### src/soc_pkg.sv
/* SoC bus definitions */

package soc_pkg;

  // ------------------------------------------------------------
  // Bus widths
  // ------------------------------------------------------------
  localparam int ADDR_W = 32;
  localparam int DATA_W = 32;

  // AHB-Lite transfer types and sizes
  typedef enum logic [1:0] {
    IDLE   = 2'b00,
    BUSY   = 2'b01,
    NONSEQ = 2'b10,
    SEQ    = 2'b11
  } htrans_e;

  typedef enum logic [2:0] {
    BYTE = 3'b000,
    HALF = 3'b001,
    WORD = 3'b010
  } hsize_e;

  // ------------------------------------------------------------
  // Address map, 4 KB regions matched on bits 31..12
  // ------------------------------------------------------------
  typedef enum logic [1:0] {SLV_RAM, SLV_LED, SLV_UART, SLV_NONE} slave_e;

  localparam logic [ADDR_W-1:0] RAM_BASE  = 32'h2000_0000;
  localparam logic [ADDR_W-1:0] LED_BASE  = 32'h4000_0000;
  localparam logic [ADDR_W-1:0] UART_BASE = 32'h4000_1000;

  // UART register offsets
  localparam logic [11:0] UART_DATA_OFS = 12'h000;
  localparam logic [11:0] UART_STAT_OFS = 12'h004;

endpackage

### src/ahb_led.sv
/* AHB-Lite LED register */

module ahb_led import soc_pkg::*; (
  input  logic              clk,
  input  logic              RSTn,
  input  logic              sel,
  input  logic [1:0]        htrans,
  input  logic              hwrite,
  input  logic [DATA_W-1:0] hwdata,
  output logic [DATA_W-1:0] rdata,
  output logic [7:0]        led
);

  logic wr_pend;

  // Write seen in the address phase
  always_ff @(posedge clk or negedge RSTn) begin
    if (!RSTn) wr_pend <= 1'b0;
    else wr_pend <= sel && hwrite && ((htrans == NONSEQ) || (htrans == SEQ));
  end

  always_ff @(posedge clk or negedge RSTn) begin
    if (!RSTn) led <= 8'h00;
    else if (wr_pend) led <= hwdata[7:0];
  end

  assign rdata = {{(DATA_W-8){1'b0}}, led};

endmodule

### config.mk
export PLATFORM = sky130hd
export DESIGN_NAME = ahb_led
export DESIGN_NICKNAME = d
export VERILOG_FILES = /design/src/soc_pkg.sv /design/src/ahb_led.sv
export SDC_FILE = /design/constraint.sdc
export NUM_CORES = 1
export LEC_CHECK = 0
export ABC_CLOCK_PERIOD_IN_PS = 1800
export BUFFER_PORTS_ARGS = -buffer_cell sky130_fd_sc_hd__buf_2
export CORE_MARGIN = 4
export CORE_UTILIZATION = 33
export DETAILED_ROUTE_END_ITERATION = 8
export GPL_ROUTABILITY_DRIVEN = 0
export PLACE_DENSITY_LB_ADDON = 0.3
export SETUP_SLACK_MARGIN = 0.5
export SYNTH_ARGS = -nofsm -noshare
export SYNTH_HDL_FRONTEND = slang
export SYNTH_SLANG_ARGS = --single-unit
export TNS_END_PERCENT = 5
### constraint.sdc
create_clock -name clk -period 1.8 [get_ports clk]
set_input_delay 0.09 -clock clk [delete_from_list [all_inputs] [get_ports clk]]
set_output_delay 0.09 -clock clk [all_outputs]
set_load 0.05 [all_outputs]
==> results.toml <==
[clock_tree]
cts_tree = "yes"
cts_setup_buffers = 0
numCtsBuffers = 3
cts.reportedPaths.clkPinSlew_ns = 0.06
clock_latency_ns = 0.25
clock_tree.buffer_depth = 2
h-tree-depth = 1
cts-root-buf = "clkbuf_4"
clock-sinks = 9

[worst_setup_path]
rrSetupSlack_ns = 0.72
start_kind = "register"
critical_path_required_ns = 1.93
reg2reg_depth = 1
reg2reg_to = "led[6]$_DFFE_PN0P_"
worst-setup-path-type = "register to register"
cpLargestDelayFamily = "flip-flops"
crit_chain = "mux2_4"
r2r_start = "wr_pend$_DFF_PN0_"
cp.arrival_ns = 1.21
cp-end-kind = "register"
cp.buffers_inverters = 0
critPathMaxStageDelay_ns = 0.62
cp-endpoint = "led[6]$_DFFE_PN0P_"
worstSetupStartpoint = "wr_pend$_DFF_PN0_"
path_depth = 1
worstPathMaxFanout = 8
slowest_stage = "dfrtp_1"

[drt]
drtPass1Iterations = 1
routed-via-count = 330
wl_per_cell_um = 8.95
drtIter0Drc = 0
drc = 0
drt-total-wl_um = 895
vias_per_cell = 3.30
ant_nets = 0

[run_status]
outcome = "finished, final reports clean"

[sta]
maxSlewViolCount = 0
finalCriticalPeriod_ns = 1.08
final-hold-violation-count = 0
setup_viol = 0
rsz0062_at_grt = "false"
finalClockSkew_ns = 0.00420
clock.fmax_mhz = 927
finalCritPeriodShare = 0.599
fin_tns_setup_ns = 0

[global_route]
grt_pass1_wl_um = 1320
grt.busiest_layer = "met2"
first_global_vias = 300
met2_usage = 0.107
grtUsageMet1 = 0.0821
antenna_found_initial = 0
met3_usage = 0.0350
grt_usage = 0.0712
gr-total-overflow = 0
grt_max_degree = 10

[yosys]
syn_inst = 52
ys_seq_elements = 9
synth.distinct_cells = 6
yosysSeqAreaShare = 0.371
yosysWarningCount = 0
netlist_area_um2 = 607
synth_area_per_cell_um2 = 11.7

[placed_design]
placed_cell_area_um2 = 613
dp_hpwl_um = 742
io_buffers = 28

[cells_and_area]
drive_gt1_frac = 0.520
fin_area_um2 = 649
multiInputGateArea_um2 = 216
fillers = 189
nets = 114
area.sequential_um2 = 225
syn_to_final_growth_pct = 7.01
diodes = 0

[floorplanning]
die_area_mm2 = 0.00259
fp.dieH_um = 50.9
std_cell_rows = 15
io_pins = 78
die_w_um = 50.9
core_area_mm2 = 0.00173
start_util = 0.351

[power_and_ir_drop]
p_leak_uw = 0.000379
ir_drop_mv = 0.395
pwr_density_cell_mw_per_mm2 = 1400

[job]
drv_cap = 0

[hold_path]
hold_class = "primary input to register"
[cell usage after synthesis]
cell,count,area (um2)
buf_4,32,240
and3_1,1,6.26
dfrtp_1,9,225
buf_6,1,11.3
mux2_4,8,120
conb_1,1,3.75
[power by group]
group / total, uW / leakage (uW) / internal [uW] / switching (uW)
Combinational: 500 / 0.000256 / 102 / 398
Clock: 147 / 0.0000150 / 84.9 / 62.0
Sequential: 264 / 0.000108 / 238 / 26.4
[area by class of cell]
type                       count  area share
tap                           25      0.0482
clock buffer                   4      0.0405
timing repair buffer          29       0.231
multi-input combinational     33       0.333
sequential                     9       0.347
[worst min path at each step]
stage | cells past startpoint | slack [ns] | startpoint | endpoint
2_1_floorplan | 0 | -0.21 | RSTn | led[0]$_DFFE_PN0P_
3_3_place_gp | 1 | -0.05 | RSTn | led[2]$_DFFE_PN0P_
3_5_place_dp | 1 | -0.05 | RSTn | led[2]$_DFFE_PN0P_
4_1_cts | 2 | 0.05 | hwdata[7] | led[7]$_DFFE_PN0P_
5_1_grt | 2 | 0.06 | hwdata[7] | led[7]$_DFFE_PN0P_
6_report | 2 | 0.07 | hwdata[7] | led[7]$_DFFE_PN0P_
[state kept, by name, summed over array words and instances, names as in the netlist]
name / flops
led: 8
wr_pend: 1
[cell usage in the layout (no fill, tap or decap)]
cell type | Yosys | layout
buf_2 | 0 | 28
conb_1 | 1 | 24
dfrtp_1 | 9 | 9
mux2_4 | 8 | 8
clkbuf_4 | 0 | 3
and3_1 | 1 | 1
clkbuf_1 | 0 | 1
dlygate4sd3_1 | 0 | 1
[layer usage]
| layer | vias up | share of wire | wire length, um |
|---|---|---|---|
| li1 | 155 | - | - |
| met1 | 149 | 0.37 | 330 |
| met2 | 26 | 0.47 | 425 |
| met3 | 0 | 0.16 | 139 |
| met4 | 0 | 0 | 0 |
| met5 | - | 0 | 0 |
[logic make-up after synthesis]
| kind of cell | count (synthesis) | share of synthesized area |
|---|---|---|
| flops | 9 | 0.371 |
| other cells | 1 | 0.00618 |
| mux | 8 | 0.198 |
| buf+inv | 33 | 0.414 |
| simple gates | 1 | 0.0103 |
[repair_timing]
item	in CTS	in global routing
endpoints found under the hold margin	9	0
gates resized for setup	0	0
hold buffers	1	0
[through the flow]
step	instances	power, uW	util	setup slack, ns	hold slack, ns
4_1_cts	100	926	0.376	0.697	0.0547
5_1_grt	100	952	0.376	0.658	0.0631
3_3_place_gp	95	766	0.355	0.713	-0.0498
3_5_place_dp	95	768	0.355	0.706	-0.0527
6_report	100	911	0.376	0.721	0.0667
2_1_floorplan	75	768	-	0.794	-0.206
Note: power is estimated with default switching activity, not from simulation.
