## src/uart_tx.sv

```systemverilog
/* UART 8N1 transmitter */

module uart_tx (
  input  logic       clk,
  input  logic       RSTn,
  input  logic       tick,
  input  logic       tx_start,
  input  logic [7:0] tx_byte,
  output logic       tx_busy,
  output logic       tx_req,
  output logic       txd
);

  logic [9:0] shreg;
  logic [3:0] bit_cnt;
  logic       load;
  logic       shift;

  assign load   = !tx_busy && tx_start;
  assign shift  = tx_busy && tick && (bit_cnt != 4'd10);
  assign tx_req = tx_busy;

  // ------------------------------------------------------------
  // Frame control
  // ------------------------------------------------------------
  always_ff @(posedge clk or negedge RSTn) begin
    if (!RSTn) begin
      tx_busy <= 1'b0;
      bit_cnt <= 4'd0;
      txd     <= 1'b1;
    end else if (load) begin
      tx_busy <= 1'b1;
      bit_cnt <= 4'd0;
    end else if (tx_busy && tick) begin
      if (bit_cnt == 4'd10) begin
        // Stop bit has run a full period
        tx_busy <= 1'b0;
        txd     <= 1'b1;
      end else begin
        txd     <= shreg[0];
        bit_cnt <= bit_cnt + 4'd1;
      end
    end
  end

  // Stop, data LSB first, start
  always_ff @(posedge clk) begin
    if (load) shreg <= {1'b1, tx_byte, 1'b0};
    else if (shift) shreg <= {1'b1, shreg[9:1]};
  end

endmodule
```

## config.mk

```make
export PLATFORM = sky130hd
export DESIGN_NAME = uart_tx
export DESIGN_NICKNAME = d
export VERILOG_FILES = /design/src/uart_tx.sv
export SDC_FILE = /design/constraint.sdc
export NUM_CORES = 1
export LEC_CHECK = 0
export BUFFER_PORTS_ARGS = -buffer_cell sky130_fd_sc_hd__clkbuf_2
export CAP_MARGIN = 20
export CELL_PAD_IN_SITES_DETAIL_PLACEMENT = 0
export CELL_PAD_IN_SITES_GLOBAL_PLACEMENT = 1
export CORE_MARGIN = 4
export CORE_UTILIZATION = 43
export DETAILED_ROUTE_END_ITERATION = 12
export MAX_ROUTING_LAYER = met4
export PLACE_DENSITY = 0.81
export SYNTH_ARGS = -nofsm -noshare
export SYNTH_HDL_FRONTEND = slang
export SYNTH_SLANG_ARGS = --single-unit
export TNS_END_PERCENT = 50
```

## constraint.sdc

```tcl
create_clock -name clk -period 5.43 [get_ports clk]
set_clock_uncertainty 0.15 [all_clocks]
set_input_delay 0.2715 -clock clk [delete_from_list [all_inputs] [get_ports clk]]
set_output_delay 0.2715 -clock clk [all_outputs]
set_load 0.1 [all_outputs]
```

==> key figures <==
Timing
  – Max-slew violations: 0
  – Max frequency: about 530 MHz
  – Hold Vio Cnt, Final: 0
  – Final setup viols: 0
  – Final period util: 34.66%
  – Unrepaired setup endpoints after global routing: false
  – Post-route setup TNS: 0 ns
  – Slew @ Worst Pin: between 0.7 and 0.8 ns
  – Slew headroom: between 50% and 60%
  – Min Clock Period, post-route: between 1.5 and 2 ns

Setup path
  – Cells along the critical path: inv_1 > ha_1 > nand2_2 > o211a_4 > nand2b_1
  – Sum of buffers and inverters on the critical path: 1
  – RR Endpoint: shreg[5]$_DFFE_PP_
  – CP top delay family: simple AND/OR/NAND/NOR gates
  – Startpoint Class: flop
  – CP Class: flop to flop
  – Slowest cell on the critical path: dfrtp_1
  – CP Max Fanout: 13
  – CP required: approximately 5.2 ns
  – Worst Setup End Kind: flop
  – Peak per-stage delay on the critical path: 0.42 ns
  – Cell count of the worst reg-to-reg path: 5
  – Arr. time, crit path: about 1.7 ns
  – Reg-to-Reg Start: bit_cnt[0]$_DFFE_PN0P_
  – Setup slack, reg-to-reg: 3.55 ns

Min path
  – Hold Path Sink: tx_busy$_DFFE_PN0P_
  – Worst hold path depth: 2
  – Hold path startpoint: tick
  – Hold Path Class: primary input to flop

Clock network
  – CTS tree: done
  – H-tree Lvls: 1
  – Clk_lat worst skew: 0.28 ns
  – Clk slew on worst S/H paths: around 0.090 ns
  – Num CTS Buffers: 3
  – Clk root buf: clkbuf_4
  – Clock tree buffer depth: 2
  – Hold-fix buffer count after cts: 1
  – CTS resizes: 0
  – Clk sinks: 15
  – Post-CTS Repair Setup Buffers: 0

Yosys
  – Warnings from Yosys: 0
  – Ranking of synthesized cells by area: edfxtp_1 (34%), dfrtp_1 (18%), a22o_1 (8.7%), mux2i_1 (4.2%), dfstp_2 (3.7%)
  – Leading area contributor after synthesis: edfxtp_1
  – Share of the synthesized area in the top cell type: between 30% and 40%
  – Synth cell types: 25
  – Most common cell in the synthesized netlist: edfxtp_1
  – FF+latch count, synth: 15
  – Post-synth ARST share: between 40% and 50%
  – Mapped Cells: 55
  – Synthesized cell area: 706.9 sq um
  – Avg Synthesized Cell Area: between 10 and 15 sq um
  – Post-synthesis sequential area ratio: 58.23%
  – Syn nets: 69
  – Post-synth EDFFs: 8
  – Most common library cells after synthesis: edfxtp_1 (8), a22o_1 (7), dfrtp_1 (5), nor2_1 (4)
  – Ys flop type: edfxtp_1

Power
  – Leak: ~0.36 nW
  – Switching share of power: 39.17%
  – Combinational share of power: a little under two fifths
  – Worst vdd ir: roughly 270 uV
  – Power Dens Cells: 536.4 nW/um^2
  – Clock power share: around 14%
  – Sequential power share: 48.0%
  – Pwr Total: 430.2 uW
  – P_int: about 260 uW
  – P_sw: ~170 uW

Routing
  – ANT nets after route: 0
  – Wire length per cell: about 13 um
  – Via count: between 400 and 500
  – Vias per inst: between 5 and 6
  – DRC: 0
  – Total Wirelength: 1127 um
  – Detailed-router iteration count before antenna repair: 3
  – Initial detailed-routing violation count: 4

Global route
  – Largest net degree at the start of global routing: 14
  – Vias in the first global route: ~380
  – GRT Total Usage: 9.980%
  – First-pass GRT wire length: 1780 um
  – Total grt overflow: 0
  – Initial antenna violation count: 0

Die
  – Cell row count: 14
  – Die width: just under 50 um
  – Initial core utilization: between 40% and 50%
  – Die height: 48.55 um
  – Floorplan core area: approximately 1500 sq um
  – Die area: 2357 sq um
  – Boundary pin count: 15

Layout
  – Nets@finish: 85
  – Post-Layout Cell Count: 86
  – Inserted Diodes: 0
  – Area Overhead vs Synth: 13.45%
  – Share of cells above drive strength 1: 28.57%

Placed design
  – Port-buffer cells: 14
  – RePlAce Congestion: between 0.7 and 0.8
  – Placed cell count: 81
  – DPL Wire Length: slightly above 800 um

Flow run
  – Max-cap violation count: 0

Status
  – Status: finished, final reports clean
==> state kept, by name, indices dropped and copies added, names as in the netlist <==
name	count
shreg	9
txd	1
bit_cnt	4
tx_busy	1
==> routing by layer <==
metal  vias up  part of all wire, %  track usage [%]
li1        231                    -                -
met1       222                   48            13.42
met2         9                   45            13.26
met3         2                  6.0            4.908
met4         0                 0.71            2.691
met5         -                    0                -
==> power groups by stage <==
stage	Sequential (mW)	Clock, mW	Combinational, mW
after floorplan	0.240	0	0.107
after global placement	0.207	0	0.163
after detailed placement	0.209	0	0.163
after CTS	0.207	0.0632	0.165
after global routing	0.213	0.0680	0.179
final	0.206	0.0615	0.162
==> worst max path at each step <==
stage	startpoint	endpoint	cells past startpoint
detailed placement	bit_cnt[0]$_DFFE_PN0P_	shreg[5]$_DFFE_PP_	5
global route	bit_cnt[0]$_DFFE_PN0P_	shreg[6]$_DFFE_PP_	5
global placement	bit_cnt[0]$_DFFE_PN0P_	shreg[5]$_DFFE_PP_	5
finish	bit_cnt[0]$_DFFE_PN0P_	shreg[5]$_DFFE_PP_	5
floorplan	tx_busy$_DFFE_PN0P_	shreg[1]$_DFFE_PP_	4
CTS	bit_cnt[0]$_DFFE_PN0P_	shreg[5]$_DFFE_PP_	5
==> cell families (layout without fill, tap and decap cells) <==
| group | after synthesis | count (layout) | synth area share, % |
|---|---|---|---|
| compound gates | 14 | 14 | 16.28 |
| xor+xnor | 1 | 1 | 1.239 |
| fa+ha+maj | 2 | 2 | 3.539 |
| buf+inv | 6 | 21 | 5.486 |
| flops | 15 | 15 | 58.23 |
| mux | 4 | 4 | 5.841 |
| simple gates | 13 | 13 | 9.381 |
==> per-stage QoR <==
stage	cell area (sq um)	hold slack [ns]	util (%)	setup WS (ns)
2_1_floorplan	706.9	-0.1741	-	3.141
3_3_place_gp	765.7	-0.04428	50.25	3.611
3_5_place_dp	765.7	-0.04350	50.25	3.544
4_1_cts	802.0	0.09712	52.63	3.544
5_1_grt	802.0	0.1024	52.63	3.447
6_report	802.0	0.1023	52.63	3.548
==> cells in the final DEF, fill, tap and decap left out, types with 2 or more instances in the layout <==
master,instances
clkbuf_2,14
edfxtp_1,8
a22o_1,7
dfrtp_1,5
nor2_1,4
a21oi_1,3
mux2i_1,3
clkbuf_4,3
nand2b_1,2
a21o_1,2
inv_1,2
nand2_1,2
ha_1,2
==> area by class of cell <==
cell class / count / area (sq um)
Fill cell: 152 / 721.9
Tap cell: 16 / 20.02
Timing Repair Buffer: 15 / 80.08
Clock buffer: 4 / 26.28
Sequential cell: 15 / 411.6
Inverter: 2 / 7.507
Multi-Input combinational cell: 34 / 256.5
Note: power is estimated with default switching activity, not from simulation.
