===== config.mk =====
export PLATFORM = sky130hd
export DESIGN_NAME = uart_baud
export DESIGN_NICKNAME = d
export VERILOG_FILES = /design/src/uart_baud.sv
export SDC_FILE = /design/constraint.sdc
export NUM_CORES = 1
export LEC_CHECK = 0
export BUFFER_PORTS_ARGS = -buffer_cell sky130_fd_sc_hd__buf_2
export CORE_UTILIZATION = 40
export DETAILED_ROUTE_END_ITERATION = 16
export HOLD_SLACK_MARGIN = 0.12
export PLACE_DENSITY = 0.64
export RECOVER_POWER = 25
export SKIP_LAST_GASP = 1
export SLEW_MARGIN = 20
export SYNTH_ARGS = -nofsm -noshare
export SYNTH_HDL_FRONTEND = slang
export SYNTH_SLANG_ARGS = --single-unit

===== constraint.sdc =====
create_clock -name clk -period 3.2 [get_ports clk]
set_input_delay 0.64 -clock clk [delete_from_list [all_inputs] [get_ports clk]]
set_output_delay 0.64 -clock clk [all_outputs]
set_load 0.01 [all_outputs]

===== src/uart_baud.sv =====
/* UART baud tick generator */

module uart_baud #(
  parameter int BAUD_DIV = 347
) (
  input  logic clk,
  input  logic RSTn,
  input  logic tx_req,
  input  logic rx_req,
  output logic tick
);

  localparam int CNT_W = $clog2(BAUD_DIV);

  logic [CNT_W-1:0] cnt;
  logic             active;

  assign active = tx_req || rx_req;

  // Held at zero while no side needs ticks
  always_ff @(posedge clk or negedge RSTn) begin
    if (!RSTn) cnt <= '0;
    else if (!active) cnt <= '0;
    else if (cnt == CNT_W'(BAUD_DIV - 1)) cnt <= '0;
    else cnt <= cnt + 1'b1;
  end

  // Mid-bit strobe
  assign tick = active && (cnt == CNT_W'(BAUD_DIV / 2));

endmodule


==> results of run 1 <==
[metal layers]
metal  track usage  vias to the layer above  routed length, um
met5             0                        -                  0
met4        0.0517                        0                  0
met1         0.217                      194                481
met3        0.0872                        0                 36
li1              -                      210                  -
met2         0.212                        6                428
[cell families after synthesis]
family,synth area share
AO/OA/AOI/OAI,0.170
XOR/XNOR,0.0330
buffers and inverters,0.0377
adder cells (fa/ha/maj),0.0708
AND/OR/NAND/NOR,0.264
flip-flops,0.425
[through the flow]
step | instance area [um^2] | hold slack, ps | utilization | instances
detailed placement | 563 | 503 | 0.481 | 71
CTS | 589 | 223 | 0.503 | 75
finish | 588 | 309 | 0.502 | 75
global placement | 563 | 500 | 0.481 | 71
floorplan | 531 | 344 | - | 54
global route | 588 | 361 | 0.502 | 75
[cell usage after synthesis, types with 2 or more instances]
master	instances	area [um^2]
xnor2_1	2	17.5
nand3_1	4	20.0
nand2_1	3	11.3
dfrtp_1	9	225
ha_1	3	37.5
nor2_1	5	18.8
or3_1	4	25.0
inv_1	4	15.0
o21ai_0	4	20.0
a21oi_1	5	25.0
[placed cells by master, fill, tap and decap left out]
cell type / count
a21oi_1: 5
a21oi_2: 1
and4b_1: 1
buf_2: 3
clkbuf_1: 2
clkbuf_4: 3
dfrtp_1: 9
ha_1: 3
inv_1: 4
nand2_1: 3
nand3_1: 4
nand3_2: 1
nand4_1: 1
nand4_2: 1
nand4bb_1: 1
nor2_1: 5
nor3_1: 1
o21ai_0: 4
o311ai_0: 1
o32ai_4: 1
or3_1: 4
or4b_1: 1
xnor2_1: 2
[critical path, stage by stage, from the launching register on]
cell     delay (ps)
dfrtp_1         430
inv_1            80
ha_1            120
or4b_1          420
nor3_1          130
buf_2           150
[path summary, 6_finish.rpt]
kind / startpoint / cells past startpoint / to
worst min register to register: cnt[0] / 1 / cnt[0]
worst min-delay path: RSTn / 1 / cnt[7]
worst max-delay path: cnt[1] / 5 / tick
worst max register to register: cnt[0] / 5 / cnt[3]
min in group clk: cnt[0] / 1 / cnt[0]
max in group asynchronous: RSTn / 1 / cnt[8]
[power by group through the flow]
stage / Clock (mW) / Combinational [mW] / Sequential, mW
6_report: 0.0852 / 0.0700 / 0.183
5_1_grt: 0.0952 / 0.0832 / 0.188
4_1_cts: 0.0898 / 0.0714 / 0.181
3_5_place_dp: 0 / 0.0708 / 0.183
3_3_place_gp: 0 / 0.0708 / 0.184
2_1_floorplan: 0 / 0.0719 / 0.162
[layout make-up]
type                            count  share of cell area
Tap cell                           14              0.0298
Inverter                            4              0.0255
Clock buffer                        4              0.0447
Multi-Input combinational cell     40               0.485
Sequential cell                     9               0.383
Timing Repair Buffer                4              0.0319
==> metrics, run 1 <==
status finished clean; chip width 38.4 um; Switch Pwr around 0.12 mW; FMAX 451 MHz; Leak Pwr around 0.24 nW; Clock Latency Late Sink 260 ps; Global Route Usage Sum 0.160; clk root buf clkbuf_4; post-CTS resize count 0; max reg flops 9; biggest regs cnt: 9 flops; setup TNS 0 ps; minimum clock period 2220 ps; Longest Clk Path Bufs 2; via count 410; Largest Register cnt; die area 1480 um^2; Worst-Margin Slew 481 ps; n_diodes 0; TritonCTS clock tree done; CP startpoint kind flop; Cell Rows 12; Multi-input gate area 285 um^2; register area around 230 um^2; setup ws final 984 ps; first-pass GRT wire length 1550 um; setup bufs post-CTS 0; # DRC 0; TritonCTS Buffers 3; vias per inst 5.47; FILL cells between 100 and 150; Final Hold Fails 0; pre-CTS WS approximately 1200 ps; Yosys cell types 21; Area Growth Syn to Fin 10.8%; global route overflow 0; Core Area 1170 um^2; Worst Path Required around 2600 ps; Clock transition at path regs 60 ps; fraction of layout cells with a size suffix above 1 0.164; relative max-transition margin 0.679; drt total wl 946 um; CTS Sinks 9; Async SR Flop Fraction 1.00; clock network fraction of total power 0.252; ANT nets after route 0; number of global-route vias before repair 345; RSZ-0062 raised after global routing false; Post-DP HPWL 718 um; Power, Total 0.338 mW; switching share of power 0.351; maximum VDD drop 0.000372 V; endpoints failing setup 0; Setup CP Type flop to primary output; Worst Hold Class input port to async pin; DR pass1 iterations 4; post-synthesis register bit count 9; hold buffers post-CTS 0; Critical Path End Type primary output; DRT iter0 DRCs 17; cell-internal power 0.219 mW; I/O Buffers 4; Nets 69; clk_skew roughly 4.8 ps; syn nets 61; Mapped Cells 54; Top FF cell, synth dfrtp_1; mean post-synth cell area ~9.8 um^2; Comb power frac 0.207; Die H about 38 um; Max-Cap Viols 0; YS warnings 0; crit-path max FO 6; part of the power in registers 0.541; gpl congestion 0.781; Cell Area, Synth between 500 and 600 um^2; Pwr Density 574 nW/um^2; fin. max-slew vios 0; initial antenna violation count 0; largest net degree at the start of global routing 10; CTS H-tree lvls 1; EDFF count, synth 0; initial core utilization 0.453; Seq/Total Area, Yosys 0.425; routed len/inst 12.6 um; setup slack, reg-to-reg roughly 1700 ps; Top-Level Pins 5; Tcrit/Tclk final 0.693; Critical Path AT approximately 1600 ps
(Power assumes the default switching activity.)
==> inputs of run 2 (changes only) <==
==> constraint.sdc (replaced) <==
create_clock -name clk -period 2.1 [get_ports clk]
set_input_delay 0.42 -clock clk [delete_from_list [all_inputs] [get_ports clk]]
set_output_delay 0.42 -clock clk [all_outputs]
set_load 0.01 [all_outputs]
==> metrics, run 2 (synthesized netlist as in run 1, its figures left out) <==
number of global-route vias before repair 345 (unchanged); highest metal used met3; drt total wl 953 um (+0.74%); global route overflow 0 (unchanged); clock network fraction of total power 0.252 (about the same); via count 412 (+0.49%); die area 1480 um^2 (unchanged); part of the power in registers 0.539 (-0.002); Clock transition at path regs 60 ps (about the same); cell count of the worst reg-to-reg path 5 (unchanged); clk root buf clkbuf_4; routed len/inst 12.5 um (-0.59%); fin. max-slew vios 0 (unchanged); Core Area 1170 um^2 (unchanged); Pwr Density 863 nW/um^2 (+50%); Min-Delay Endpoint cnt[7]; crit-path max FO 6 (unchanged); setup bufs post-CTS 0 (unchanged); endpoints failing setup 0 (unchanged); CP startpoint kind flop; n_diodes 0 (unchanged); Switch Pwr 0.181 mW (+53%); ANT nets after route 0 (unchanged); met3 routed WL 36 um (unchanged); worst hold path startpoint tx_req; CTS H-tree lvls 1 (unchanged); DR pass1 iterations 4 (unchanged); Setup CP Type flop to primary output; Power, Total 0.516 mW (+53%); Final Hold Fails 0 (unchanged); Area Growth Syn to Fin 12.7%; TritonCTS clock tree done; Reg-to-Reg Start cnt[0]; Max-Cap Viols 0 (unchanged); setup TNS 0 ps (unchanged); FILL cells 108 (-0.92%); TritonCTS Buffers 3 (unchanged); Critical Path AT 1580 ps (about the same); Nets 70 (+1.4%); RSZ-0062 raised after global routing false; Worst Path Required 1680 ps (-880 ps); Leak Pwr 0.241 nW (+1.8%); switching share of power 0.350 (-0.000482); minimum clock period 2000 ps; Critical Path End Type primary output; Comb power frac 0.209 (+0.002); # DRC 0 (unchanged); largest net degree at the start of global routing 10 (unchanged); dpl cell area 563 um^2 (unchanged); status finished clean; Worst-Margin Slew 485 ps (+3.51 ps); Hold Crit Depth 3; biggest regs cnt: 9 flops; initial core utilization 0.453 (unchanged); clk_skew 4.80 ps (-0.0000300 ps); chip width 38.4 um (unchanged); pre-CTS WS 367 ps (-880 ps); initial antenna violation count 0 (unchanged); Post-DP HPWL 718 um (unchanged); setup ws final 104 ps (-880 ps); max reg flops 9 (unchanged); vias per inst 5.42 (-0.83%); commonest non-fill, non-tap cell in the layout dfrtp_1; gpl congestion 0.781 (unchanged); Top-Level Pins 5 (unchanged); met2 WL post-DR 429 um (+0.23%); DRT iter0 DRCs 17 (unchanged); CTS Sinks 9 (unchanged); Die H 38.4 um (unchanged); Longest Clk Path Bufs 2 (unchanged); Tcrit/Tclk final 0.951; M1 WL 487 um (+1.2%); Largest Register cnt; setup slack, reg-to-reg 630 ps (-1110 ps); Cell Rows 12 (unchanged); relative max-transition margin 0.677 (-0.00234); highest-count cells in the layout ignoring fill and taps 9 x dfrtp_1, 5 x nor2_1, 5 x a21oi_1; Worst R2R End cnt[3]; cell-internal power 0.335 mW (+53%); Worst Hold Class input port to flop; FMAX 501 MHz; Clock Latency Late Sink 260 ps (about the same); maximum VDD drop 0.000567 V (+52%); design area 598 um^2 (+1.7%); I/O Buffers 4 (unchanged); first-pass GRT wire length 1550 um (unchanged); fraction of layout cells with a size suffix above 1 0.161 (-0.00264); Global Route Usage Sum 0.160 (unchanged)
run 2: worst max-delay path by stage:
| stage | from | end | slack (ps) |
|---|---|---|---|
| 2_1_floorplan | cnt[1] | tick | 410 |
| 3_3_place_gp | cnt[1] | tick | 390 |
| 6_report | cnt[1] | tick | 100 |
| 4_1_cts | cnt[1] | tick | 80 |
| 5_1_grt | cnt[1] | tick | 10 |
| 3_5_place_dp | cnt[1] | tick | 370 |
run 2: layout make-up:
| type | count | area [um^2] | share of cell area |
|---|---|---|---|
| well taps | 14 | 17.5 | 0.0293 |
| clock buffers | 4 | 26.3 | 0.0439 |
| flip-flops and latches | 9 | 225 | 0.377 |
| repair buffers | 5 | 28.8 | 0.0481 |
| inverters | 4 | 15.0 | 0.0251 |
| multi-input cells | 40 | 285 | 0.477 |
run 2: power by group through the flow:
| stage | registers, mW | clock network [mW] | logic, mW |
|---|---|---|---|
| floorplan | 0.247 | 0 | 0.110 |
| global placement | 0.280 | 0 | 0.108 |
| detailed placement | 0.278 | 0 | 0.108 |
| CTS | 0.275 | 0.137 | 0.110 |
| global route | 0.287 | 0.145 | 0.128 |
| finish | 0.278 | 0.130 | 0.108 |
run 2: worst max-delay path, cell delays in order (launching register included):
cell and delay, ps:
dfrtp_1 430, inv_1 80, ha_1 120, or4b_1 420, nor3_1 130, buf_2 150
run 2: metrics by stage:
step                cells  hold WS, ps  utilization
floorplan              54          124            -
global placement       71          280        0.481
detailed placement     71          283        0.481
CTS                    76          480        0.512
global route           76          512        0.511
finish                 76          485        0.511
run 2: routing by layer:
metal	vias up	GRT usage
met5	-	0
met4	0	0.0517
met3	0	0.0872
met2	6	0.212
met1	194	0.217
li1	212	-
run 2: timing repair:
action,4_1_cts,5_1_grt
hold endpoints to repair,9,0
gates resized for setup,0,0
hold buffers,1,0
