<file path="src/soc_pkg.sv">
/* SoC bus definitions */

package soc_pkg;

  // ------------------------------------------------------------
  // Bus widths
  // ------------------------------------------------------------
  localparam int ADDR_W = 32;
  localparam int DATA_W = 32;

  // AHB-Lite transfer types and sizes
  typedef enum logic [1:0] {
    IDLE   = 2'b00,
    BUSY   = 2'b01,
    NONSEQ = 2'b10,
    SEQ    = 2'b11
  } htrans_e;

  typedef enum logic [2:0] {
    BYTE = 3'b000,
    HALF = 3'b001,
    WORD = 3'b010
  } hsize_e;

  // ------------------------------------------------------------
  // Address map, 4 KB regions matched on bits 31..12
  // ------------------------------------------------------------
  typedef enum logic [1:0] {SLV_RAM, SLV_LED, SLV_UART, SLV_NONE} slave_e;

  localparam logic [ADDR_W-1:0] RAM_BASE  = 32'h2000_0000;
  localparam logic [ADDR_W-1:0] LED_BASE  = 32'h4000_0000;
  localparam logic [ADDR_W-1:0] UART_BASE = 32'h4000_1000;

  // UART register offsets
  localparam logic [11:0] UART_DATA_OFS = 12'h000;
  localparam logic [11:0] UART_STAT_OFS = 12'h004;

endpackage

</file>
<file path="src/ahb_uart.sv">
/* AHB-Lite UART register bridge */

module ahb_uart import soc_pkg::*; (
  input  logic              clk,
  input  logic              RSTn,
  input  logic              sel,
  input  logic [ADDR_W-1:0] haddr,
  input  logic [1:0]        htrans,
  input  logic              hwrite,
  input  logic [DATA_W-1:0] hwdata,
  output logic [DATA_W-1:0] rdata,
  output logic              tx_start,
  output logic [7:0]        tx_byte,
  input  logic [7:0]        rx_byte,
  input  logic              tx_busy
);

  logic        valid;
  logic        wr_q;
  logic [11:0] ofs_q;

  assign valid = sel && ((htrans == NONSEQ) || (htrans == SEQ));

  always_ff @(posedge clk or negedge RSTn) begin
    if (!RSTn) wr_q <= 1'b0;
    else wr_q <= valid && hwrite;
  end

  always_ff @(posedge clk) begin
    if (valid) ofs_q <= haddr[11:0];
  end

  // Transmit kick in the write data phase
  assign tx_start = wr_q && (ofs_q == UART_DATA_OFS);
  assign tx_byte  = hwdata[7:0];

  // Register readback
  always_comb begin
    case (ofs_q)
      UART_DATA_OFS: rdata = {{(DATA_W-8){1'b0}}, rx_byte};
      UART_STAT_OFS: rdata = {{(DATA_W-1){1'b0}}, tx_busy};
      default:       rdata = '0;
    endcase
  end

endmodule

</file>
<file path="config.mk">
export PLATFORM = sky130hd
export DESIGN_NAME = ahb_uart
export DESIGN_NICKNAME = d
export VERILOG_FILES = /design/src/soc_pkg.sv /design/src/ahb_uart.sv
export SDC_FILE = /design/constraint.sdc
export NUM_CORES = 1
export LEC_CHECK = 0
export BUFFER_PORTS_ARGS = -buffer_cell sky130_fd_sc_hd__buf_2
export CAP_MARGIN = 5
export CORE_MARGIN = 2
export CORE_UTILIZATION = 31
export CTS_BUF_LIST = sky130_fd_sc_hd__clkbuf_8
export DETAILED_ROUTE_END_ITERATION = 12
export PLACE_DENSITY = 0.82
export SETUP_SLACK_MARGIN = 0.3
export SLEW_MARGIN = 30
export SYNTH_ARGS = -nofsm -noshare
export SYNTH_HDL_FRONTEND = slang
export SYNTH_SLANG_ARGS = --single-unit
</file>
<file path="constraint.sdc">
create_clock -name clk -period 1.6 [get_ports clk]
set_input_delay 0.08 -clock clk [delete_from_list [all_inputs] [get_ports clk]]
set_output_delay 0.08 -clock clk [all_outputs]
set_load 0.03 [all_outputs]
</file>
==> results.cfg, run 1 <==
[clock_network]
cts-root-buf = clkbuf_8
cts_sinks = 13
clk_path_buf_depth = 2
cts_htree_levels = 1
cts_made_buffers = 3
clk_pin_slew_ps = 50
cts_tree = yes

[worst_setup_path]
critPathMaxFanout = 9
max_stage_delay_ps = 550
path_cells = or4_4 -> buf_12 -> nor4_4 -> buf_4
worstPathArrival_ps = 1720
required_ps = 1520
crit_path_start = ofs_q[5]
cp-end-kind = output port
crit_type = reg2out
crit_end = rdata[2]
cp_slowest_cell = or4_4
start_kind = flop

[global_routing]
grt_pass1_wl_um = 2030
antenna_found_initial = 0
grt_max_degree = 13
grt_pass1_vias = 513
grt_overflow_total = 0
track_usage_pct = 8.48

[floorplanning]
die_w_um = 56.8
die_h_um = 56.8
core_um2 = 2710
ios = 120
initial_core_util_pct = 31.9
num_rows = 19
die-area_um2 = 3220

[job]
drv_cap = 0

[sta]
rsz0062_at_grt = true
post-route-min-period_ps = 1800
max_freq_mhz = 554
slew_violations = 0
fin_hold_ws_ps = 14.4
hold_violations = 0
finalCritPeriodShare_pct = 113
setup_viol = 9
final.setup.worst_slack_ps = -204

[route]
route.vias.total = 548
ant_nets = 0
finalWirelength_um = 1280
drt_iter0_markers = 3
drt-pass1-iter-count = 3
viasPerCell = 4.00
wire_per_inst_um = 9.36
drc = 0

[layout]
layout_common_cells = 25 x buf_2, 24 x conb_1, 12 x edfxtp_1
fin_util_pct = 42.2
nNetsFinal = 186
area_delta_synth_final_pct = 32.5
drive_gt1_share_pct = 51.9
nFillCells = 258
diodes = 0
layoutNonFillerInstCount = 137
layout_commonest_cell = buf_2

[synth]
syn_avg_cell_area_um2 = 11.8
synth_top_area_share_pct = 41.7
ys_top_cells_by_area = edfxtp_1 42%, buf_4 28%, nor4_2 13%
yosys_warnings = 0
syn_inst = 73
ys_types = 15
synth_area_um2 = 863
synth-seq-cells = 13
synth_top_area_cell = edfxtp_1
seq_area_frac_synth_pct = 44.6

[outcome]
failed_checks = negative setup slack
status = finished, violations left

[placement]
io_buffers = 34
hpwlAfterDp_um = 1190
pre_cts_ws_ps = -17.4
dp_cells = 130
gp_congestion = 0.621

[pwr]
p_leak_nw = 0.552
power_density_nw_per_um2 = 738
peakVddDrop_uv = 561

[worst_hold_path]
hold_class = in2reg
power breakdown:
part	switching, W	leakage, nW	internal (W)
sequential	0.00000769	0.126	0.000397
clock	0.000102	0.0269	0.000168
combinational	0.000120	0.399	0.0000487
total	0.000230	0.552	0.000614
worst min-delay path by stage:
| stage | startpoint | to | slack, ps | cells past startpoint |
|---|---|---|---|---|
| 6_report | haddr[5] | ofs_q[5] | 10 | 1 |
| 5_1_grt | haddr[5] | ofs_q[5] | 5 | 1 |
| 4_1_cts | haddr[6] | ofs_q[6] | 10 | 1 |
| 3_5_place_dp | RSTn | wr_q | -140 | 1 |
| 3_3_place_gp | RSTn | wr_q | -140 | 1 |
| 2_1_floorplan | RSTn | wr_q | -220 | 0 |
metrics by stage:
stage	setup TNS [ps]	total power (W)	cell area (µm²)
5_1_grt	-2440	0.000888	1140
6_report	-1680	0.000844	1140
4_1_cts	-1850	0.000851	1140
3_3_place_gp	0	0.000569	1020
3_5_place_dp	-53.1	0.000573	1020
2_1_floorplan	-3.06	0.000615	1040
metal layers:
layer  up-vias  wire (µm)  share of wire, %  GRT usage [%]
met5         -          0                 0              0
met4         0         89               6.9           7.97
met3        11        175                14           1.84
met2        49        664                52           15.0
met1       225        354                28           7.93
li1        263          -                 -              -
synthesized netlist by cell type:
library cell / number
clkbuf_1: 2
nor4_2: 9
edfxtp_1: 12
mux2i_1: 1
conb_1: 1
buf_6: 1
buf_2: 1
and3_1: 1
or4_4: 1
or3_1: 1
nand2b_1: 8
buf_4: 32
or4_1: 1
dfrtp_1: 1
and2_1: 1
critical path: cells and delay by family, from the launching register on:
kind                   cells  cell delay, ps
buffers and inverters      2             370
DFF                        1             350
and+or+nand+nor            2             760
sequential cells by signal, indices dropped and copies added, names as in the netlist:
signal / cells
wr_q: 1
ofs_q: 12
what timing repair did:
| action | in CTS | in global routing |
|---|---|---|
| endpoints found under the hold margin | 1 | 0 |
| gates resized for setup | 15 | 1 |
| hold buffers | 1 | 0 |
| pin swaps | 1 | 0 |
| buffers inserted | 2 | 0 |
| endpoints found under the setup margin | 9 | 9 |
kinds of logic after synthesis:
kind of cell           Yosys count  synth area share (%)
buffers and inverters           36                  30.6
DFF                             13                  44.6
other                            1                 0.434
muxes                            1                  1.16
and+or+nand+nor                 22                  23.2
layout make-up:
| class | count | area [µm²] | share of cell area, % |
|---|---|---|---|
| Clock buffer | 3 | 41.3 | 3.61 |
| Clock inverter | 1 | 3.75 | 0.328 |
| Multi-Input combinational cell | 47 | 383 | 33.5 |
| Sequential cell | 13 | 385 | 33.7 |
| Tap cell | 31 | 38.8 | 3.39 |
| Timing Repair Buffer | 42 | 292 | 25.5 |
No activity file was read; power rests on OpenSTA's default activity.
==> run 2: changes to the inputs <==
--- a/config.mk
+++ b/config.mk
@@ -11,7 +11,7 @@
 export CORE_UTILIZATION = 31
 export CTS_BUF_LIST = sky130_fd_sc_hd__clkbuf_8
 export DETAILED_ROUTE_END_ITERATION = 12
-export PLACE_DENSITY = 0.82
+export PLACE_DENSITY = 0.8
 export SETUP_SLACK_MARGIN = 0.3
 export SLEW_MARGIN = 30
 export SYNTH_ARGS = -nofsm -noshare
==> results.cfg, run 2 (same netlist as run 1, synthesis figures left out) <==
[pwr]
power_density_nw_per_um2 = 735
p_seq_share_pct = 48.3
clockPowerShare_pct = 31.6
swShare_pct = 26.9
p_total_w = 0.000839
switchingPower_w = 0.000226
pwr-share-comb_pct = 20.1
p_leak_nw = 0.547
peakVddDrop_uv = 786
intPower_w = 0.000613

[layout]
layoutNonFillerInstCount = 134
nFillCells = 253
reg_top3 = ofs_q x12, wr_q x1
area_delta_synth_final_pct = 32.2
fin_util_pct = 42.1
layout_common_cells = 25 x buf_2, 24 x conb_1, 12 x edfxtp_1
post-route-cell-area_um2 = 1140
nNetsFinal = 183
diodes = 0
regMostFlops = ofs_q
layout_commonest_cell = buf_2
drive_gt1_share_pct = 50.5
largest_reg_flops = 12

[sta]
slew_violations = 0
rsz0062_at_grt = true
finalCritPeriodShare_pct = 113
setup_viol = 9
final.setup.worst_slack_ps = -207
max_freq_mhz = 553
hold_violations = 0
post-route-min-period_ps = 1810

[worst_hold_path]
holdPathEnd = ofs_q[9]
hold_start = haddr[9]
hold_class = in2reg
hold_depth = 1

[placement]
gp_congestion = 0.671
io_buffers = 34
pre_cts_ws_ps = -38.4
dp_cells = 129
post_dp_cell_area_um2 = 1030

[worst_setup_path]
cp-end-kind = output port
start_kind = flop
crit_type = reg2out
max_stage_delay_ps = 550
path_cells = or4_4 -> buf_12 -> nor4_4 -> buf_4
required_ps = 1520
worstPathArrival_ps = 1730
critPathMaxFanout = 9
cp_slowest_cell = or4_4

[route]
ant_nets = 0
drt-pass1-iter-count = 2
viasPerCell = 4.03
drc = 0
wire_per_inst_um = 9.99
finalWirelength_um = 1340
drt_iter0_markers = 4
route.vias.total = 540

[global_routing]
grt_most_used_layer = met2
grt_pass1_wl_um = 2140
met1_usage_pct = 7.63
globalRouteMet2Util_pct = 15.8
grt_pass1_vias = 531
grt_max_degree = 13
grt_overflow_total = 0
track_usage_pct = 8.91
grtUsageMet3_pct = 3.69
antenna_found_initial = 0

[clock_network]
clk_path_buf_depth = 2
clk_pin_slew_ps = 50
cts_made_buffers = 3
cts_tree = yes
post_cts_buffers = 0
cts-root-buf = clkbuf_8
cts_sinks = 13
cts_htree_levels = 1

[job]
drv_cap = 0

[floorplanning]
die_w_um = 56.8
num_rows = 19
die-area_um2 = 3220
core_um2 = 2710
ios = 120
initial_core_util_pct = 31.9
die_h_um = 56.8

[outcome]
status = finished, violations left
failed_checks = negative setup slack
==> run 2: cell count changes in the layout (fill, tap and decap cells not counted) <==
cell,before,now
buf_12,2,3
buf_6,3,5
buf_4,11,5
==> run 2: area by class of cell <==
class	count	area, µm²	area share, %
clock buffers	3	41.3	3.62
clock inverters	1	3.75	0.329
multi-input cells	47	383	33.6
flip-flops and latches	13	385	33.8
well taps	31	38.8	3.40
repair buffers	39	289	25.3
==> run 2: repair_timing <==
item,4_1_cts,5_1_grt
endpoints found under the hold margin,1,0
resized for setup,14,4
setup endpoints to repair,9,9
pin swaps,0,1
hold buffers,1,0
==> run 2: worst max-delay path, delay by kind of cell, from the launching register on <==
| kind | cells | cell delay [ps] |
|---|---|---|
| and+or+nand+nor | 2 | 760 |
| buffers and inverters | 2 | 370 |
| DFF | 1 | 360 |
==> run 2: power groups by stage <==
stage          registers, W  clock network (W)  logic [W]
2_1_floorplan      0.000406                  0   0.000209
3_3_place_gp       0.000410                  0   0.000161
3_5_place_dp       0.000411                  0   0.000164
4_1_cts            0.000405           0.000272   0.000167
5_1_grt            0.000407           0.000295   0.000180
6_report           0.000405           0.000265   0.000169
==> run 2: through the flow <==
stage | TNS (ps) | hold slack, ps
floorplan | -3.06 | -216
global placement | -28.8 | -142
detailed placement | -116 | -140
CTS | -1890 | 13.3
global route | -2440 | 12.4
finish | -1640 | 18.6
==> run 2: how the worst max path moves through the flow <==
stage / startpoint / to / slack [ps]
after floorplan: ofs_q[10] / rdata[0] / -3
after global placement: ofs_q[5] / rdata[3] / -20
after detailed placement: ofs_q[5] / rdata[3] / -40
after CTS: ofs_q[5] / rdata[3] / -240
after global routing: ofs_q[5] / rdata[5] / -300
final: ofs_q[5] / rdata[5] / -210
==> run 2: per-layer routing <==
layer | routed length, µm | share of wire (%)
met1 | 390 | 29
met2 | 641 | 48
met5 | 0 | 0
met4 | 89 | 6.6
met3 | 218 | 16
