<file path="src/uart_rx.sv">
/* UART 8N1 receiver */

module uart_rx (
  input  logic       clk,
  input  logic       RSTn,
  input  logic       rxd,
  input  logic       tick,
  output logic       rx_req,
  output logic [7:0] rx_byte,
  output logic       rx_done
);

  logic       rxd_s1;
  logic       rxd_s2;
  logic       rxd_d;
  logic       fall;
  logic [3:0] bit_cnt;
  logic [7:0] shreg;

  assign fall = rxd_d && !rxd_s2;

  // Two-flop synchronizer plus edge history
  always_ff @(posedge clk or negedge RSTn) begin
    if (!RSTn) begin
      rxd_s1 <= 1'b1;
      rxd_s2 <= 1'b1;
      rxd_d  <= 1'b1;
    end else begin
      rxd_s1 <= rxd;
      rxd_s2 <= rxd_s1;
      rxd_d  <= rxd_s2;
    end
  end

  // ------------------------------------------------------------
  // Frame control, bit 0 is start, 1..8 data, 9 stop
  // ------------------------------------------------------------
  always_ff @(posedge clk or negedge RSTn) begin
    if (!RSTn) begin
      rx_req  <= 1'b0;
      bit_cnt <= 4'd0;
      rx_byte <= 8'h00;
      rx_done <= 1'b0;
    end else begin
      rx_done <= 1'b0;
      if (!rx_req) begin
        if (fall) begin
          rx_req  <= 1'b1;
          bit_cnt <= 4'd0;
        end
      end else if (tick) begin
        if (bit_cnt == 4'd0 && rxd_s2) begin
          // Glitch, not a start bit
          rx_req <= 1'b0;
        end else if (bit_cnt == 4'd9) begin
          rx_req <= 1'b0;
          if (rxd_s2) begin
            rx_byte <= shreg;
            rx_done <= 1'b1;
          end
        end else begin
          bit_cnt <= bit_cnt + 4'd1;
        end
      end
    end
  end

  always_ff @(posedge clk) begin
    if (rx_req && tick && bit_cnt != 4'd0 && bit_cnt <= 4'd8) shreg <= {rxd_s2, shreg[7:1]};
  end

endmodule

</file>
<file path="config.mk">
export PLATFORM = sky130hd
export DESIGN_NAME = uart_rx
export DESIGN_NICKNAME = d
export VERILOG_FILES = /design/src/uart_rx.sv
export SDC_FILE = /design/constraint.sdc
export NUM_CORES = 1
export LEC_CHECK = 0
export BUFFER_PORTS_ARGS = -buffer_cell sky130_fd_sc_hd__buf_2
export CORE_MARGIN = 1
export CORE_UTILIZATION = 40
export CTS_CLUSTER_SIZE = 12
export DETAILED_ROUTE_END_ITERATION = 8
export PLACE_DENSITY = 0.69
export RECOVER_POWER = 100
export SLEW_MARGIN = 20
export SYNTH_ARGS = -nofsm -noshare
export SYNTH_HDL_FRONTEND = slang
export SYNTH_SLANG_ARGS = --single-unit
</file>
<file path="constraint.sdc">
create_clock -name clk -period 2.9 [get_ports clk]
set_input_delay 0.29 -clock clk [delete_from_list [all_inputs] [get_ports clk]]
set_output_delay 0.29 -clock clk [all_outputs]
set_load 0.005 [all_outputs]
</file>
==> out/metrics.cfg, run 1 <==
[outcome]
status=completed

[sta]
timing.hold.ws_ns=0.0519
tns_ns=0
timing.final.crit_share=0.722
drv_slew=0
fin_ws_ns=0.807
rsz0062_at_grt=false
finalClockSkew_ns=0.00758
setup_viol=0
slew_headroom=0.334
fmax_ghz=0.478
tightest_slew_ns=0.990
hold_violations=0
min_period_ns=2.09

[setup_path]
path_class=reg -> reg
crit_path_start_kind=register
cp_max_fo=9
cp_data_arrival_time_ns=2.31
crit_path_end_kind=register
crit_required_ns=3.12

[final_layout]
drive_above_1_share=0.244
antenna_cells=0
fin_area_um2=1120
stdcell_count=114
fin_nets=94
syn_to_final_growth_pct=10.5

[power]
switching_share=0.331
internal_power_uw=719
p_leak_nw=0.486
ir_drop_uv=485
p_clk_frac=0.148
power_density_nw_per_um2=960
switching_power_uw=355
pwr-share-seq=0.559
pwr-share-comb=0.293

[synthesis]
synth_edf_count=8
yosysTopAreaCell=dfrtp_1
synth_most_common_cell=dfrtp_1
synthSimpleGateAreaFrac=0.102
ys_async_sr_fraction=0.680
syn_nets=77
synth_area_um2=1010
synthTopCellsByArea=dfrtp_1 35%, edfxtp_1 24%, dfstp_2 7.8%, mux2_2 7.8%, ha_1 3.7%
synth_top_area_share=0.346
synth_compound_area_frac=0.0407
ys_seq_elements=25
synth_cell_types=24
yosys-top-cells-count=14 x dfrtp_1, 8 x edfxtp_1, 7 x mux2_2
synth_mux_area_frac=0.119
ys.flop_type=dfrtp_1
synth_xor_area_frac=0.00864
avgSynthCellArea_um2=14.5
syn_inst=70
seq_area_frac_synth=0.660
synthAdderAreaFrac=0.0370
ys_warn_count=0
synth_top_family_by_area=multiplexers

[cts]
cts_tree=done
clk_pin_slew_ns=0.13
clock_latency_ns=0.32
cts_setup_buffers=0
htree_levels=1
cts_buffers=3
clockBufferDepth=2
cts.sinks=25
root_buffer=clkbuf_4
postCtsResizedCells=0
cts.hold.buffers_added=1

[placement]
gp_congestion=0.700
dp.cells=109
place_ws_ns=1.09
placement.cell_area_um2=1100
dpl.hpwl_um=1070
port_buffers=13

[route]
vias_per_cell=5.11
wl_per_cell_um=13.5
num_vias=583
wirelength_um=1540
ant_nets=0
drt_iter0_markers=8
route.detailed.drc=0
dr.pass1.iters=3

[grt]
grt_max_degree=18
grt_usage=0.131
grt_pass1_vias=570
overflow=0
grt_pass1_wl_um=2550
antenna_found_initial=0

[run]
cap_violations=0

[die]
die_h_um=52.3
die_w_um=52.3
fp-row-count=17
start_util=0.441
core_area_um2=2300
ios=14
dieArea_um2=2740

[worst_hold_path]
hp-class=in -> reg

## layout make-up
class | count | area [um^2]
Fill cell | 224 | 1180
Sequential cell | 25 | 669
Multi-Input combinational cell | 37 | 297
Timing Repair Buffer | 14 | 66.3
Tap cell | 28 | 35.0
Clock buffer | 3 | 22.5
Inverter | 6 | 22.5
Clock inverter | 1 | 7.51
## path summary, 6_finish.rpt
check	from	end	slack (ns)	cells past startpoint
max	rxd_s2	rx_byte[7]	0.81	3
min	rxd	rxd_s1	0.05	1
max reg2reg	rxd_s2	rx_byte[7]	0.81	3
min reg2reg	rxd_s1	rxd_s2	0.37	0
max in group asynchronous	RSTn	bit_cnt[3]	1.72	2
min in group asynchronous	RSTn	rx_byte[5]	0.60	2
## power by group through the flow
| stage | registers [mW] | clock network (mW) | logic [mW] |
|---|---|---|---|
| detailed placement | 0.613 | 0 | 0.340 |
| global route | 0.623 | 0.180 | 0.356 |
| CTS | 0.606 | 0.166 | 0.343 |
| floorplan | 0.578 | 0 | 0.256 |
| finish | 0.601 | 0.159 | 0.315 |
| global placement | 0.606 | 0 | 0.328 |
## worst max-delay path, cell delays in order (launching register included)
cell	delay [ns]
dfstp_1	0.65
inv_1	0.08
nor4_2	0.85
mux2_2	0.41
## through the flow
step	utilization	power (mW)
after floorplan	-	0.834
after global placement	0.480	0.934
after detailed placement	0.480	0.953
after CTS	0.498	1.11
after global routing	0.487	1.16
final	0.487	1.07
## registers in the layout, summed over array words and instances, names as in the netlist
register  cells
rx_byte       8
shreg         8
bit_cnt       4
rx_done       1
rx_req        1
rxd_d         1
rxd_s1        1
rxd_s2        1
## cells by family (layout without fill, tap and decap cells)
family	after synthesis	in the layout
AO/OA/AOI/OAI	5	5
XOR/XNOR	1	1
AND/OR/NAND/NOR	17	17
buffers and inverters	8	24
flip-flops	25	25
adder cells (fa/ha/maj)	3	3
multiplexers	11	11
## routing by layer
layer,GRT usage,share of wire,vias up
met4,0.0526,0.0091,0
met2,0.207,0.51,8
met3,0.0348,0.027,2
met5,0,0,-
met1,0.171,0.46,300
li1,-,-,273
## cell usage in the layout (no fill, tap or decap), drive strengths merged
cell type	count
inv	6
or3b	1
xnor2	1
clkbuf	10
o21ai	1
clkinvlp	1
and3b	1
edfxtp	8
dfstp	3
nand3b	1
dlygate4sd3	1
nand3	3
o22ai	1
mux2	8
nand2	6
dfrtp	14
mux2i	3
o31ai	1
nor4	1
buf	6
ha	3
a211oi	1
a311oi	1
nand2b	1
nor2b	1
nor2	2
No activity file was read; power rests on OpenSTA's default activity.
==> run 2: changes to the inputs <==
Settings changed: PLACE_DENSITY 0.69 to 0.71.
Clock period 2.9 ns to 1.9 ns, I/O delays scaled along.
==> run 2 against run 1 <==
Compared with the run above: total power up 56%; combinational power up 62%; routed wire length down 1.2%; global-route usage down 0.10 points; via count up 0.69%; non-clock buffer count up 3; final cell count up 2.6%; register-to-register slack worse by 0.53 ns; critical path depth up 1; die area unchanged; fmax up 29%; sequential power up 55%; largest cell class unchanged.
==> out/metrics.cfg, run 2 (synthesis results as in run 1) <==
[route]
ant_nets=0  ; unchanged
wl_per_cell_um=13.0  ; was 13.5 um
dr.pass1.iters=3  ; unchanged
vias_per_cell=5.02  ; was 5.11
num_vias=587  ; was 583
wirelength_um=1520  ; was 1540 um
route.detailed.drc=0  ; unchanged
drt_iter0_markers=11  ; was 8

[placement]
port_buffers=13  ; unchanged
placement.cell_area_um2=1120  ; was 1100 um^2
gp_congestion=0.704  ; was 0.700
dpl.hpwl_um=1040  ; was 1070 um

[cts]
cts.sinks=25  ; unchanged
cts_buffers=3  ; unchanged
cts_tree=done  ; unchanged
clk_pin_slew_ns=0.13  ; about the same
cts_setup_buffers=0  ; unchanged
root_buffer=clkbuf_4  ; unchanged
htree_levels=1  ; unchanged
clock_latency_ns=0.31  ; was 0.32 ns
clockBufferDepth=2  ; unchanged

[final_layout]
antenna_cells=0  ; unchanged
mostFrequentLayoutCells=14 x dfrtp_1, 8 x edfxtp_1, 7 x mux2_2, 7 x buf_2  ; was 14 x dfrtp_1, 8 x edfxtp_1, 7 x mux2_2, 7 x clkbuf_1
final_common_cell=dfrtp_1  ; unchanged
drive_above_1_share=0.281  ; was 0.244
fin_area_um2=1160  ; was 1120 um^2
syn_to_final_growth_pct=14.3  ; was 10.5%
fin_nets=97  ; was 94
nFillCells=217  ; was 224
largestRegisters=rx_byte (8), shreg (8), bit_cnt (4)  ; unchanged

[sta]
tns_ns=0  ; unchanged
tightest_slew_ns=0.917  ; was 0.990 ns
rsz0062_at_grt=false  ; unchanged
timing.final.crit_share=0.855  ; was 0.722
hold_violations=0  ; unchanged
timing.hold.ws_ns=0.184  ; was 0.0519 ns
setup_viol=0  ; unchanged
fmax_ghz=0.615  ; was 0.478 GHz
finalClockSkew_ns=0.00123  ; was 0.00758 ns
min_period_ns=1.62  ; was 2.09 ns
drv_slew=0  ; unchanged
slew_headroom=0.388  ; was 0.334

[power]
pwr-share-seq=0.554  ; was 0.559
switching_power_uw=562  ; was 355 uW
p_leak_nw=0.506  ; was 0.486 nW
p_clk_frac=0.142  ; was 0.148
power_density_nw_per_um2=1450  ; was 960 nW/um^2
ir_drop_uv=703  ; was 485 uV
internal_power_mw=1.11  ; was 719 uW
pwr-share-comb=0.304  ; was 0.293
switching_share=0.336  ; was 0.331

[setup_path]
path_class=reg -> reg  ; unchanged
crit_path_end_kind=register  ; unchanged
r2r_cells=4  ; was 3
cp_data_arrival_time_ns=1.84  ; was 2.31 ns
cp_max_fo=9  ; unchanged
crit_path_start_kind=register  ; unchanged
crit_required_ns=2.11  ; was 3.12 ns

[grt]
antenna_found_initial=0  ; unchanged
grt_usage=0.130  ; was 0.131
grt_pass1_wl_um=2550  ; about the same
grt_pass1_vias=583  ; was 570
overflow=0  ; unchanged
grt_max_degree=18  ; unchanged

[worst_hold_path]
worstHoldPathCells=3  ; was 1
hp-class=in -> reg  ; unchanged

[run]
cap_violations=0  ; unchanged

[die]
dieArea_um2=2740  ; unchanged
fp-row-count=17  ; unchanged
ios=14  ; unchanged
die_w_um=52.3  ; unchanged
core_area_um2=2300  ; unchanged
start_util=0.441  ; unchanged
die_h_um=52.3  ; unchanged

[outcome]
status=completed  ; unchanged

[run 2: final cells by class]
type,count,area [um^2],area share
Timing Repair Buffer,17,90.1,0.0778
Multi-Input combinational cell,37,312,0.269
Clock buffer,3,22.5,0.0194
Tap cell,28,35.0,0.0302
Clock inverter,1,7.51,0.00648
Sequential cell,25,669,0.578
Inverter,6,22.5,0.0194
[run 2: worst max-delay path, cell delays in order, from the launching register on]
cell	delay, ns
dfstp_1	0.63
inv_1	0.10
nor4_4	0.24
buf_4	0.21
mux2_2	0.34
[run 2: stage by stage]
step,cells,worst slack [ns],total power [mW],utilization
after floorplan,70,0.311,1.27,-
after global placement,111,0.323,1.45,0.487
after detailed placement,111,0.290,1.47,0.487
after CTS,117,0.271,1.71,0.509
after global routing,117,0.179,1.80,0.504
final,117,0.275,1.67,0.504
[run 2: per-layer routing]
metal | global-route usage | wire, um
met1 | 0.176 | 730
met2 | 0.205 | 743
met3 | 0.0174 | 34
met4 | 0.0658 | 9
met5 | 0 | 0
[run 2: path summary, 6_finish.rpt]
check | from | to | slack, ns
max | rxd_s2 | rx_byte[1] | 0.28
min | tick | bit_cnt[2] | 0.18
max reg2reg | rxd_s2 | rx_byte[1] | 0.28
min reg2reg | rxd_s1 | rxd_s2 | 0.37
max in group asynchronous | RSTn | rx_byte[6] | 0.84
min in group asynchronous | RSTn | rx_byte[5] | 0.50
[run 2: what timing repair did]
action                                  4_1_cts  5_1_grt
endpoints found under the setup margin        0        0
resized for setup                             0        0
hold buffers                                  2        0
hold endpoints to repair                     15        0
[run 2: power groups by stage]
stage,Combinational [mW],Sequential [mW],Clock (mW)
after floorplan,0.391,0.882,0
after global placement,0.521,0.931,0
after detailed placement,0.535,0.935,0
after CTS,0.538,0.926,0.250
after global routing,0.573,0.959,0.266
final,0.509,0.929,0.237
==> run 3: changes to the inputs <==
Settings changed: PLACE_DENSITY 0.71 to not set, PLACE_DENSITY_LB_ADDON set to 0.08.
==> run 3 against run 2 <==
Compared with the run above: sequential power shrank 1%; first-iteration DRC count down 45%; non-clock buffer count unchanged; worst setup slack worse by 0.013 ns; clock skew about the same; via count is 2.7% lower; combinational power is essentially flat; count of clock-buffer cells in the layout up 1; fmax decreased by 0.79%.
==> out/metrics.cfg, run 3 (synthesis results as in run 1) <==
[outcome]
status=completed  ; unchanged

[cts]
cts_tree=done  ; unchanged
cts_buffers=3  ; unchanged
clockBufferDepth=2  ; unchanged
root_buffer=clkbuf_4  ; unchanged
cts_setup_buffers=0  ; unchanged
cts.sinks=25  ; unchanged
clk_pin_slew_ns=0.12  ; was 0.13 ns
clock_latency_ns=0.30  ; was 0.31 ns
htree_levels=1  ; unchanged
postCtsResizedCells=0  ; unchanged

[setup_path]
cp_max_fo=9  ; unchanged
crit_path_cell_trace=inv_1, nor4_4, buf_4, mux2_2  ; unchanged
cp_data_arrival_time_ns=1.84  ; about the same
rr_startpoint=rxd_s2  ; unchanged
critPathLaunch=rxd_s2  ; unchanged
cp_num_buf_inv=2  ; unchanged
r2r_cells=4  ; unchanged
cp_top_family=flip-flops  ; unchanged
r2r_setup_slack_ns=0.26  ; was 0.28 ns
crit_path_start_kind=register  ; unchanged
crit_required_ns=2.10  ; was 2.11 ns
path_class=reg -> reg  ; unchanged
slowest_stage=dfstp_1  ; unchanged
crit_path_end_kind=register  ; unchanged
rr_endpoint=rx_byte[7]  ; was rx_byte[1]
cp-endpoint=rx_byte[7]  ; was rx_byte[1]
cpPeakStageDelay_ns=0.64  ; was 0.63 ns
crit_cells=4  ; unchanged

[sta]
rsz0062_at_grt=false  ; unchanged
finalClockSkew_ns=0.00120  ; was 0.00123 ns
hold_violations=0  ; unchanged
fmax_ghz=0.611  ; was 0.615 GHz
slew_headroom=0.403  ; was 0.388
timing.final.crit_share=0.862  ; was 0.855
timing.hold.ws_ns=0.210  ; was 0.184 ns
tns_ns=0  ; unchanged
tightest_slew_ns=0.896  ; was 0.917 ns
min_period_ns=1.64  ; was 1.62 ns
setup_viol=0  ; unchanged
drv_slew=0  ; unchanged

[run]
cap_violations=0  ; unchanged

[power]
p_leak_nw=0.509  ; was 0.506 nW
power_mw=1.65  ; was 1.67 mW
pwr-share-seq=0.557  ; was 0.554
switching_power_uw=532  ; was 562 uW
power_density_nw_per_um2=1430  ; was 1450 nW/um^2
pwr-share-comb=0.309  ; was 0.304
ir_drop_uv=697  ; was 703 uV
p_clk_frac=0.134  ; was 0.142
switching_share=0.322  ; was 0.336
internal_power_mw=1.12  ; was 1.11 mW

[grt]
antenna_found_initial=0  ; unchanged
grt_pass1_wl_um=2500  ; was 2550 um
grt_max_degree=18  ; unchanged
grt_pass1_vias=572  ; was 583
grt_usage=0.131  ; was 0.130
overflow=0  ; unchanged

[route]
route.detailed.drc=0  ; unchanged
ant_nets=0  ; unchanged
wirelength_um=1440  ; was 1520 um
drt_iter0_markers=6  ; was 11
vias_per_cell=4.88  ; was 5.02
dr.pass1.iters=3  ; unchanged
num_vias=571  ; was 587
wl_per_cell_um=12.3  ; was 13.0 um

[placement]
gp_congestion=0.708  ; was 0.704
placement.cell_area_um2=1120  ; unchanged
port_buffers=13  ; unchanged
dpl.hpwl_um=1030  ; was 1040 um

[die]
start_util=0.441  ; unchanged
die_w_um=52.3  ; unchanged
die_h_um=52.3  ; unchanged
dieArea_um2=2740  ; unchanged
core_area_um2=2300  ; unchanged
fp-row-count=17  ; unchanged
ios=14  ; unchanged

[final_layout]
drive_above_1_share=0.281  ; unchanged
fin_nets=97  ; unchanged
syn_to_final_growth_pct=14.1  ; was 14.3%
fin_area_um2=1160  ; about the same
post-route-util=0.503  ; was 0.504
largestRegisters=rx_byte (8), shreg (8), bit_cnt (4)  ; unchanged
final_common_cell=dfrtp_1  ; unchanged
antenna_cells=0  ; unchanged
mostFrequentLayoutCells=14 x dfrtp_1, 8 x buf_2, 8 x edfxtp_1  ; was 14 x dfrtp_1, 8 x edfxtp_1, 7 x mux2_2, 7 x buf_2

[worst_hold_path]
hp-class=in -> reg  ; unchanged

==> run 3: cell types whose count changed in the layout (fill, tap and decap cells not counted), sizes merged <==
| cell | change |
|---|---|
| buf | +1 |
| clkinvlp | -1 |
==> run 3: layout make-up <==
class / count / area (um^2)
clock buffer: 4 / 26.3
inverter: 6 / 22.5
timing repair buffer: 17 / 91.3
tap: 28 / 35.0
sequential: 25 / 669
multi-input combinational: 37 / 312
fill: 216 / 1140
==> run 3: power by group through the flow <==
stage / sequential [mW] / clock (mW) / combinational (mW)
2_1_floorplan: 0.882 / 0 / 0.391
3_3_place_gp: 0.927 / 0 / 0.528
3_5_place_dp: 0.934 / 0 / 0.531
4_1_cts: 0.921 / 0.242 / 0.537
5_1_grt: 0.952 / 0.260 / 0.590
6_report: 0.919 / 0.221 / 0.510
==> run 3: per-stage QoR <==
step                      std cells  setup WS, ns
final                           117         0.262
after global routing            117         0.155
after detailed placement        111         0.325
after CTS                       117         0.305
after global placement          111         0.336
after floorplan                  70         0.311
==> run 3: how the worst min path moves through the flow <==
stage                     startpoint    endpoint  slack, ns  cells past startpoint
after floorplan                 RSTn  bit_cnt[0]      -0.11                      0
after global placement          RSTn      rx_req       0.14                      1
after detailed placement        RSTn      rx_req       0.14                      1
after CTS                       tick  bit_cnt[2]       0.19                      3
after global routing            tick  bit_cnt[2]       0.19                      3
final                           tick  bit_cnt[2]       0.21                      3
==> run 3: routing by layer <==
metal,global-route usage,vias up,routed length [um]
met5,0,-,0
met4,0.0395,0,12
met3,0.0522,2,54
met2,0.196,10,669
met1,0.172,278,700
li1,-,281,-
==> run 3: what timing repair did <==
| item | 4_1_cts | 5_1_grt |
|---|---|---|
| hold buffers | 2 | 0 |
| endpoints found under the setup margin | 0 | 0 |
| hold endpoints to repair | 15 | 0 |
==> run 3: worst register-to-register path: stages (launching register included) <==
cell	delay, ns
dfstp_1	0.64
inv_1	0.10
nor4_4	0.24
buf_4	0.21
mux2_2	0.35
